`config.mk`:
```
export PLATFORM = sky130hd
export DESIGN_NAME = laneTop
export DESIGN_NICKNAME = d
export VERILOG_FILES = /design/src/laneTypes.sv /design/src/addUnit.sv /design/src/issueDecode.sv /design/src/laneTop.sv /design/src/mulUnit.sv /design/src/resultArbiter.sv /design/src/ringBuffControl.sv
export SDC_FILE = /design/constraint.sdc
export NUM_CORES = 2
export LEC_CHECK = 0
export ABC_AREA = 1
export BUFFER_PORTS_ARGS = -buffer_cell sky130_fd_sc_hd__buf_4
export CAP_MARGIN = 15
export CORE_ASPECT_RATIO = 1.4
export CORE_UTILIZATION = 40
export DETAILED_ROUTE_END_ITERATION = 8
export GPL_ROUTABILITY_DRIVEN = 0
export GPL_TIMING_DRIVEN = 0
export PLACE_DENSITY = 0.53
export REMOVE_ABC_BUFFERS = 1
export SLEW_MARGIN = 20
export SYNTH_ARGS = -nofsm -noshare
export SYNTH_HDL_FRONTEND = slang
export SYNTH_SLANG_ARGS = --single-unit
export TNS_END_PERCENT = 30
```
`constraint.sdc`:
```
create_clock -name clock -period 12.7 [get_ports clock]
set_clock_uncertainty 0.05 [all_clocks]
set_input_delay 0.635 -clock clock [delete_from_list [all_inputs] [get_ports clock]]
set_output_delay 0.635 -clock clock [all_outputs]
set_load 0.02 [all_outputs]
```
`src/laneTypes.sv`:
```
// Lane types
// Shared data, opcode, token, command and result types for the integer lane,
// plus the result queue depths used by the two execution units

`default_nettype none

package laneTypes;

	////////////////////////////////////////////////////////////////////////////
	// Words and numbering
	////////////////////////////////////////////////////////////////////////////

	typedef logic [31:0] data_t;        // Operand and result word
	typedef logic [5:0]  issueNo_t;     // Running issue number, wraps at 64

	// Bit 1 picks the multiply unit, bit 0 the variant
	typedef enum logic [1:0] {
		ADD   = 2'b00,
		SUB   = 2'b01,
		MULLO = 2'b10,
		MULHI = 2'b11
	} opCode_t;

	////////////////////////////////////////////////////////////////////////////
	// Bundles
	////////////////////////////////////////////////////////////////////////////

	// Travels with a command through a unit and out with its result
	typedef struct packed {
		opCode_t  opCode;
		issueNo_t issueNo;
	} token_t;

	// As presented on the lane input
	typedef struct packed {
		opCode_t opCode;
		data_t   data1;
		data_t   data2;
	} command_t;

	// Queue entry and lane output
	typedef struct packed {
		token_t token;
		data_t  data;
	} result_t;

	// Result queue depths
	localparam int ADD_DEPTH = 4;
	localparam int MUL_DEPTH = 4;

endpackage

`default_nettype wire

```
`src/addUnit.sv`:
```
// Add unit
// Integer add or subtract (opcode bit 0) written straight into a small
// result queue, popped by the arbiter whenever it is not stalled

`timescale 1ns/1ps
`default_nettype none

module addUnit #(
	parameter int DEPTH = 4
) (
	input  wire                    clock,
	input  wire                    reset,
	input  wire                    en,        // Command pending for this unit
	input  wire                    stall,     // From the arbiter
	input  wire laneTypes::data_t  data1,
	input  wire laneTypes::data_t  data2,
	input  wire laneTypes::token_t token,
	output logic                   accept,    // Command written this cycle
	output logic                   valid,
	output laneTypes::result_t     result
);

	logic                        isSub;
	laneTypes::data_t            sum;
	logic                        stallReg;   // Write side stall, one cycle late
	logic                        we;
	logic                        re;
	logic [$clog2(DEPTH)-1:0]    wAddr;
	logic [$clog2(DEPTH)-1:0]    rAddr;
	logic                        full;
	logic                        empty;

	laneTypes::result_t          queue [DEPTH];

	assign isSub = token.opCode[0];
	assign sum   = isSub ? data1 - data2 : data1 + data2;   // Wraps at 32 bits

	assign we     = en & ~full & ~stallReg;
	assign re     = ~empty & ~stall;
	assign accept = we;

	// Head entry leaves on every cycle valid is high
	assign valid  = re;
	assign result = queue[rAddr];

	always_ff @(posedge clock) begin
		if (reset) begin
			stallReg <= 1'b0;
		end else begin
			stallReg <= stall;
		end
	end

	always_ff @(posedge clock) begin
		if (we) begin
			queue[wAddr] <= '{token: token, data: sum};
		end
	end

	////////////////////////////////////////////////////////////////////////////
	// Queue pointers
	////////////////////////////////////////////////////////////////////////////

	ringBuffControl #(
		.NUM_ENTRY (DEPTH)
	) ringBuffControl_i (
		.clock (clock),
		.reset (reset),
		.we    (we),
		.re    (re),
		.wAddr (wAddr),
		.rAddr (rAddr),
		.full  (full),
		.empty (empty),
		.count ()
	);

endmodule

`default_nettype wire

```
`src/issueDecode.sv`:
```
// Issue decoder
// Takes one command at a time, stamps it with the running issue number and
// holds the enable of the target unit until that unit accepts it

`timescale 1ns/1ps
`default_nettype none

module issueDecode (
	input  wire                  clock,
	input  wire                  reset,
	input  wire                  cmdValid,
	input  wire laneTypes::command_t cmd,
	output logic                 cmdReady,
	output logic                 addEn,
	output logic                 mulEn,
	output laneTypes::data_t     data1,
	output laneTypes::data_t     data2,
	output laneTypes::token_t    token,
	input  wire                  addAccept,
	input  wire                  mulAccept
);

	logic                 pendValid;   // Slot holds a command
	laneTypes::command_t  pendCmd;
	laneTypes::issueNo_t  pendNo;
	laneTypes::issueNo_t  issueCount;  // Next number to hand out
	logic                 take;
	logic                 done;

	assign cmdReady = ~pendValid;
	assign take     = cmdValid & cmdReady;
	assign done     = (addEn & addAccept) | (mulEn & mulAccept);

	// Opcode bit 1 steers to the multiply unit
	assign addEn = pendValid & ~pendCmd.opCode[1];
	assign mulEn = pendValid &  pendCmd.opCode[1];

	assign data1 = pendCmd.data1;
	assign data2 = pendCmd.data2;
	assign token = '{opCode: pendCmd.opCode, issueNo: pendNo};

	always_ff @(posedge clock) begin
		if (reset) begin
			pendValid  <= 1'b0;
			issueCount <= '0;
		end else if (take) begin
			pendValid  <= 1'b1;
			issueCount <= issueCount + 1'b1;
		end else if (done) begin
			pendValid  <= 1'b0;
		end
	end

	always_ff @(posedge clock) begin
		if (take) begin
			pendCmd <= cmd;
			pendNo  <= issueCount;
		end
	end

	oneEnable: assert property (@(posedge clock) disable iff (reset) $onehot0({addEn, mulEn}))
		else $error("Error: addEn=%h mulEn=%h together", addEn, mulEn);

endmodule

`default_nettype wire

```
`src/laneTop.sv`:
```
// Integer lane top level
// Issue decoder feeding the add and multiply units, whose result queues
// are merged by the result arbiter

`timescale 1ns/1ps
`default_nettype none

module laneTop (
	input  wire                      clock,
	input  wire                      reset,
	input  wire                      cmdValid,
	input  wire laneTypes::command_t cmd,
	output logic                     cmdReady,
	input  wire                      outStall,
	output logic                     resultValid,
	output laneTypes::result_t       result
);

	logic                addEn;
	logic                mulEn;
	laneTypes::data_t    data1;
	laneTypes::data_t    data2;
	laneTypes::token_t   token;
	logic                addAccept;
	logic                mulAccept;
	logic                addValid;
	logic                mulValid;
	logic                addStall;
	logic                mulStall;
	laneTypes::result_t  addResult;
	laneTypes::result_t  mulResult;

	issueDecode issueDecode_i (
		.clock     (clock),
		.reset     (reset),
		.cmdValid  (cmdValid),
		.cmd       (cmd),
		.cmdReady  (cmdReady),
		.addEn     (addEn),
		.mulEn     (mulEn),
		.data1     (data1),
		.data2     (data2),
		.token     (token),
		.addAccept (addAccept),
		.mulAccept (mulAccept)
	);

	addUnit #(.DEPTH(laneTypes::ADD_DEPTH)) addUnit_i (
		.clock (clock), .reset (reset),
		.en (addEn), .stall (addStall),
		.data1 (data1), .data2 (data2), .token (token),
		.accept (addAccept), .valid (addValid), .result (addResult)
	);

	mulUnit #(.DEPTH(laneTypes::MUL_DEPTH)) mulUnit_i (
		.clock (clock), .reset (reset),
		.en (mulEn), .stall (mulStall),
		.data1 (data1), .data2 (data2), .token (token),
		.accept (mulAccept), .valid (mulValid), .result (mulResult)
	);

	resultArbiter resultArbiter_i (
		.clock       (clock),
		.reset       (reset),
		.addValid    (addValid),
		.addResult   (addResult),
		.mulValid    (mulValid),
		.mulResult   (mulResult),
		.outStall    (outStall),
		.addStall    (addStall),
		.mulStall    (mulStall),
		.resultValid (resultValid),
		.result      (result)
	);

endmodule

`default_nettype wire

```
`src/mulUnit.sv`:
```
// Multiply unit
// Signed 32x32 multiply, low or high half by opcode bit 0. One product
// register sits in front of the result queue

`timescale 1ns/1ps
`default_nettype none

module mulUnit #(
	parameter int DEPTH = 4
) (
	input  wire                    clock,
	input  wire                    reset,
	input  wire                    en,
	input  wire                    stall,
	input  wire laneTypes::data_t  data1,
	input  wire laneTypes::data_t  data2,
	input  wire laneTypes::token_t token,
	output logic                   accept,
	output logic                   valid,
	output laneTypes::result_t     result
);

	logic signed [63:0]          product;
	laneTypes::data_t            half;
	logic                        stageValid;
	laneTypes::result_t          stage;      // Product register
	logic                        stallReg;
	logic                        we;
	logic                        re;
	logic [$clog2(DEPTH)-1:0]    wAddr;
	logic [$clog2(DEPTH)-1:0]    rAddr;
	logic                        full;
	logic                        empty;

	laneTypes::result_t          queue [DEPTH];

	// Operands sign-extended to 64 bits before the multiply
	assign product = $signed(data1) * $signed(data2);
	assign half    = token.opCode[0] ? product[63:32] : product[31:0];

	assign we     = stageValid & ~full & ~stallReg;   // Stage drains into queue
	assign accept = en & (~stageValid | we);          // Free or moving on
	assign re     = ~empty & ~stall;

	assign valid  = re;
	assign result = queue[rAddr];

	always_ff @(posedge clock) begin
		if (reset) begin
			stallReg   <= 1'b0;
			stageValid <= 1'b0;
		end else begin
			stallReg <= stall;
			if (accept) begin
				stageValid <= 1'b1;
			end else if (we) begin
				stageValid <= 1'b0;
			end
		end
	end

	always_ff @(posedge clock) begin
		if (accept) begin
			stage <= '{token: token, data: half};
		end
		if (we) begin
			queue[wAddr] <= stage;
		end
	end

	ringBuffControl #(
		.NUM_ENTRY (DEPTH)
	) ringBuffControl_i (
		.clock (clock),
		.reset (reset),
		.we    (we),
		.re    (re),
		.wAddr (wAddr),
		.rAddr (rAddr),
		.full  (full),
		.empty (empty),
		.count ()
	);

	// Blocked stage keeps its product until the queue takes it
	stageHeld: assert property (@(posedge clock) disable iff (reset)
		stageValid && !we |=> stageValid && $stable(stage))
		else $error("Error: stage=%h overwritten while full", stage);

endmodule

`default_nettype wire

```
`src/resultArbiter.sv`:
```
// Result arbiter
// Merges the add and multiply queues onto one registered result port.
// Add has priority, and outStall holds both units

`timescale 1ns/1ps
`default_nettype none

module resultArbiter (
	input  wire                     clock,
	input  wire                     reset,
	input  wire                     addValid,
	input  wire laneTypes::result_t addResult,
	input  wire                     mulValid,
	input  wire laneTypes::result_t mulResult,
	input  wire                     outStall,
	output logic                    addStall,
	output logic                    mulStall,
	output logic                    resultValid,
	output laneTypes::result_t      result
);

	////////////////////////////////////////////////////////////////////////////
	// Grant by stalling the loser
	////////////////////////////////////////////////////////////////////////////

	assign addStall = outStall;
	assign mulStall = outStall | addValid;   // Add head goes first

	always_ff @(posedge clock) begin
		if (reset) begin
			resultValid <= 1'b0;
		end else begin
			resultValid <= addValid | mulValid;
		end
	end

	// Payload only moves with a winner
	always_ff @(posedge clock) begin
		if (addValid) begin
			result <= addResult;
		end else if (mulValid) begin
			result <= mulResult;
		end
	end

	// Units must honour their stall on the read side
	singleWinner: assert property (@(posedge clock) disable iff (reset)
		!(addValid && mulValid))
		else $error("Error: addValid=%h mulValid=%h together", addValid, mulValid);

	quietUnderStall: assert property (@(posedge clock) disable iff (reset)
		outStall |=> !resultValid)
		else $error("Error: resultValid=%h after outStall", resultValid);

endmodule

`default_nettype wire

```
`src/ringBuffControl.sv`:
```
// Ring buffer controller
// Write and read pointers, fill count and full/empty flags for a circular
// queue of NUM_ENTRY slots. The storage itself lives in the caller

`timescale 1ns/1ps
`default_nettype none

module ringBuffControl #(
	parameter int NUM_ENTRY = 4
) (
	input  wire                                 clock,
	input  wire                                 reset,
	input  wire                                 we,       // Push pulse
	input  wire                                 re,       // Pop pulse
	output logic [$clog2(NUM_ENTRY)-1:0]        wAddr,
	output logic [$clog2(NUM_ENTRY)-1:0]        rAddr,
	output logic                                full,
	output logic                                empty,
	output logic [$clog2(NUM_ENTRY+1)-1:0]      count     // Entries held
);

	assign full  = (count == NUM_ENTRY);
	assign empty = (count == 0);

	// Pointers wrap explicitly so depths need not be a power of two
	always_ff @(posedge clock) begin
		if (reset) begin
			wAddr <= '0;
			rAddr <= '0;
		end else begin
			if (we) begin
				wAddr <= (wAddr == NUM_ENTRY - 1) ? '0 : wAddr + 1'b1;
			end
			if (re) begin
				rAddr <= (rAddr == NUM_ENTRY - 1) ? '0 : rAddr + 1'b1;
			end
		end
	end

	always_ff @(posedge clock) begin
		if (reset) begin
			count <= '0;
		end else begin
			case ({we, re})
				2'b10:   count <= count + 1'b1;
				2'b01:   count <= count - 1'b1;
				default: count <= count;    // Idle or push and pop together
			endcase
		end
	end

	// Callers gate their pulses with these flags
	noWriteWhenFull: assert property (@(posedge clock) disable iff (reset) we |-> !full)
		else $error("Error: we=%h while full, count=%h", we, count);

	noReadWhenEmpty: assert property (@(posedge clock) disable iff (reset) re |-> !empty)
		else $error("Error: re=%h while empty, count=%h", re, count);

endmodule

`default_nettype wire

```
==> reports/results.tsv <==
metric	value	unit
status	finished, violations left	
violations	DRC	
clkTransAtPathRegs	0.07	ns
io_buffers	111	
dr.pass1.iters	7	
core_region_area	148000	um^2
crit_path_max_incr_delay	1.05	ns
timing_hold_violations_final	0	
drc_errors	11	
dieArea	151000	um^2
grt_pass1_wl	274000	um
cts_tree	built	
ctsResizeCount	0	
maxSlewHeadroom	39.0	%
cp.buffers_inverters	8	
yosys.area_share.simple	14.9	%
worstSetupStartpointType	flip-flop	
r2r_slack	3.44	ns
wire_per_inst	19.7	um
cp_top_family	adder cells	
totalWireLength	173000	um
first_global_vias	47700	
rsz0062_at_grt	no	
max_cap_viol_count	0	
syn_area_per_cell	8.84	um^2
grt_max_degree	81	
worstHoldPathCells	1	
finalNetCount	8195	
clk_latency	0.66	ns
yosysSeqAreaShare	24.6	%
num_rows	167	
synth_area	59900	um^2
r2r-start	issueDecode_i.data1[31]$_DFFE_PP_	
fin_crit_sh	72.9	%
synth_xor_area_share	0.848	%
synth_ff_type	edfxtp_1	
synth_compound_area_share	5.26	%
ys_ff_latch	501	
regToRegEndpoint	mulUnit_i.stage[25]$_DFFE_PP_	
path_class	flip-flop to flip-flop	
finalMaxSlewViolations	0	
synth_edf_count	472	
antenna_found_initial	2	
synth_cells	6776	
setup_viol	0	
vias	44000	
async_flop_share	0	%
synth_fa_ha_area_share	41.1	%
cp-end-kind	flip-flop	
grt_usage	23.8	%
die_y	460	um
cts_sinks	501	
post-cts-setup-buffers	0	
crit_fanout	16	
syn_to_final_growth	11.5	%
synth_cell_types	54	
post-route-min-period	9.26	ns
setup_tns	0	ns
tightest_slew	0.908	ns
reg2regPathDepth	28	
synthMuxAreaShare	0	%
hold_class	primary input to flip-flop	
first_iter_violations	2339	
cts_hold_buffers	0	
hold_start	cmd[63]	
grt_overflow	0	
antenna_cells	0	
htreeDepth	2	
synth_warnings	0	
drive_gt1_share	6.54	%
hold_path_end	issueDecode_i.data1[31]$_DFFE_PP_	
root_buffer	clkbuf_16	
worstPathRequired	12.94	ns
slowest_stage	fa_1	
synth_top_family_by_area	adder cells	
die_x	329	um
pin_count	112	
cts_buffers	52	
clockBufferDepth	3	
ant_nets	0	
viasPerCell	5.00	
dp.final_hpwl	144000	um
start_util	40.4	%
fmax	108	MHz
cp.arrival	9.51	ns
[cell families after synthesis]
| family | Yosys count |
|---|---|
| xor+xnor | 58 |
| buf+inv | 2103 |
| flops | 501 |
| fa+ha+maj | 1315 |
| simple gates | 2258 |
| compound gates | 541 |
[worst max-delay path by stage]
stage / startpoint / end / depth (start not counted)
after floorplan: issueDecode_i.data2[5]$_DFFE_PP_ / mulUnit_i.stage[23]$_DFFE_PP_ / 26
after global placement: issueDecode_i.data2[5]$_DFFE_PP_ / mulUnit_i.stage[25]$_DFFE_PP_ / 28
after detailed placement: issueDecode_i.data1[31]$_DFFE_PP_ / mulUnit_i.stage[25]$_DFFE_PP_ / 28
after CTS: issueDecode_i.data1[31]$_DFFE_PP_ / mulUnit_i.stage[25]$_DFFE_PP_ / 28
after global routing: issueDecode_i.data1[31]$_DFFE_PP_ / mulUnit_i.stage[25]$_DFFE_PP_ / 28
final: issueDecode_i.data1[31]$_DFFE_PP_ / mulUnit_i.stage[25]$_DFFE_PP_ / 28
[through the flow]
step | area [um^2] | worst slack (ns) | cells | hold WS (ns) | util [%]
final | 66800 | 3.44 | 8797 | 0.0997 | 45.0
after global routing | 66800 | 2.94 | 8797 | 0.0586 | 45.0
after CTS | 66800 | 3.37 | 8797 | 0.0418 | 45.0
after detailed placement | 65000 | 3.42 | 8699 | 0.394 | 43.8
after global placement | 62000 | 2.44 | 8536 | 0.401 | 41.8
after floorplan | 58700 | 4.97 | 6482 | 0.373 | -
[routing by layer]
metal	GRT usage (%)	routed length (um)	vias up
met5	0	0	-
met4	10.3	8480	0
met3	2.31	6770	376
met2	44.0	91500	1098
met1	27.8	66800	22500
li1	-	-	20000
[cell usage after synthesis, drive strengths merged (40+ instances only)]
master | number | area (um^2)
nand3 | 120 | 621
edfxtp | 472 | 14200
o221a | 40 | 450
buf | 41 | 206
nor2 | 445 | 1710
a31oi | 45 | 282
nand2 | 1600 | 6020
xor2 | 49 | 429
fa | 1085 | 21700
inv | 1805 | 6780
a21oi | 153 | 785
ha | 230 | 2880
clkbuf | 253 | 950
o21ai | 262 | 1320
[state kept, by name, summed over array words and instances (netlist names), 2 cells and up, named ones only]
register	cells
issueDecode_i.data2	32
mulUnit_i.stage	40
mulUnit_i.ringBuffControl_i.wAddr	2
mulUnit_i.ringBuffControl_i.count	3
resultArbiter_i.result	40
issueDecode_i.data1	32
addUnit_i.ringBuffControl_i.rAddr	2
issueDecode_i.issueCount	6
issueDecode_i.pendNo	6
mulUnit_i.queue	160
addUnit_i.ringBuffControl_i.wAddr	2
issueDecode_i.token	2
addUnit_i.ringBuffControl_i.count	3
addUnit_i.queue	160
mulUnit_i.ringBuffControl_i.rAddr	2
[cell usage in the layout, fill, tap and decap left out, types with 14 or more instances in the layout]
| cell type | instances |
|---|---|
| clkbuf_16 | 53 |
| a21oi_1 | 148 |
| clkinv_1 | 14 |
| buf_12 | 18 |
| nor2_1 | 427 |
| buf_4 | 111 |
| nand3_1 | 116 |
| xor2_1 | 49 |
| buf_8 | 113 |
| buf_16 | 31 |
| fa_1 | 1084 |
| o21bai_1 | 16 |
| o21ai_0 | 241 |
| nand4_1 | 23 |
| o21ai_1 | 18 |
| a31oi_1 | 45 |
| ha_1 | 230 |
| edfxtp_1 | 472 |
| inv_1 | 1798 |
| o221a_2 | 33 |
| dfxtp_1 | 25 |
| nand2_1 | 1594 |
| nor3_1 | 29 |
[final cells by class]
type	count	area, um^2
inverter	1809	6800
sequential	501	14800
timing repair buffer	274	3750
fill	14400	81600
clock inverter	35	380
clock buffer	63	1360
multi-input combinational	4172	37300
tap	1943	2430
Power is left out: the tool's default activity adds up to more than one toggle a clock period on the data nets, which glitch-free logic cannot reach.
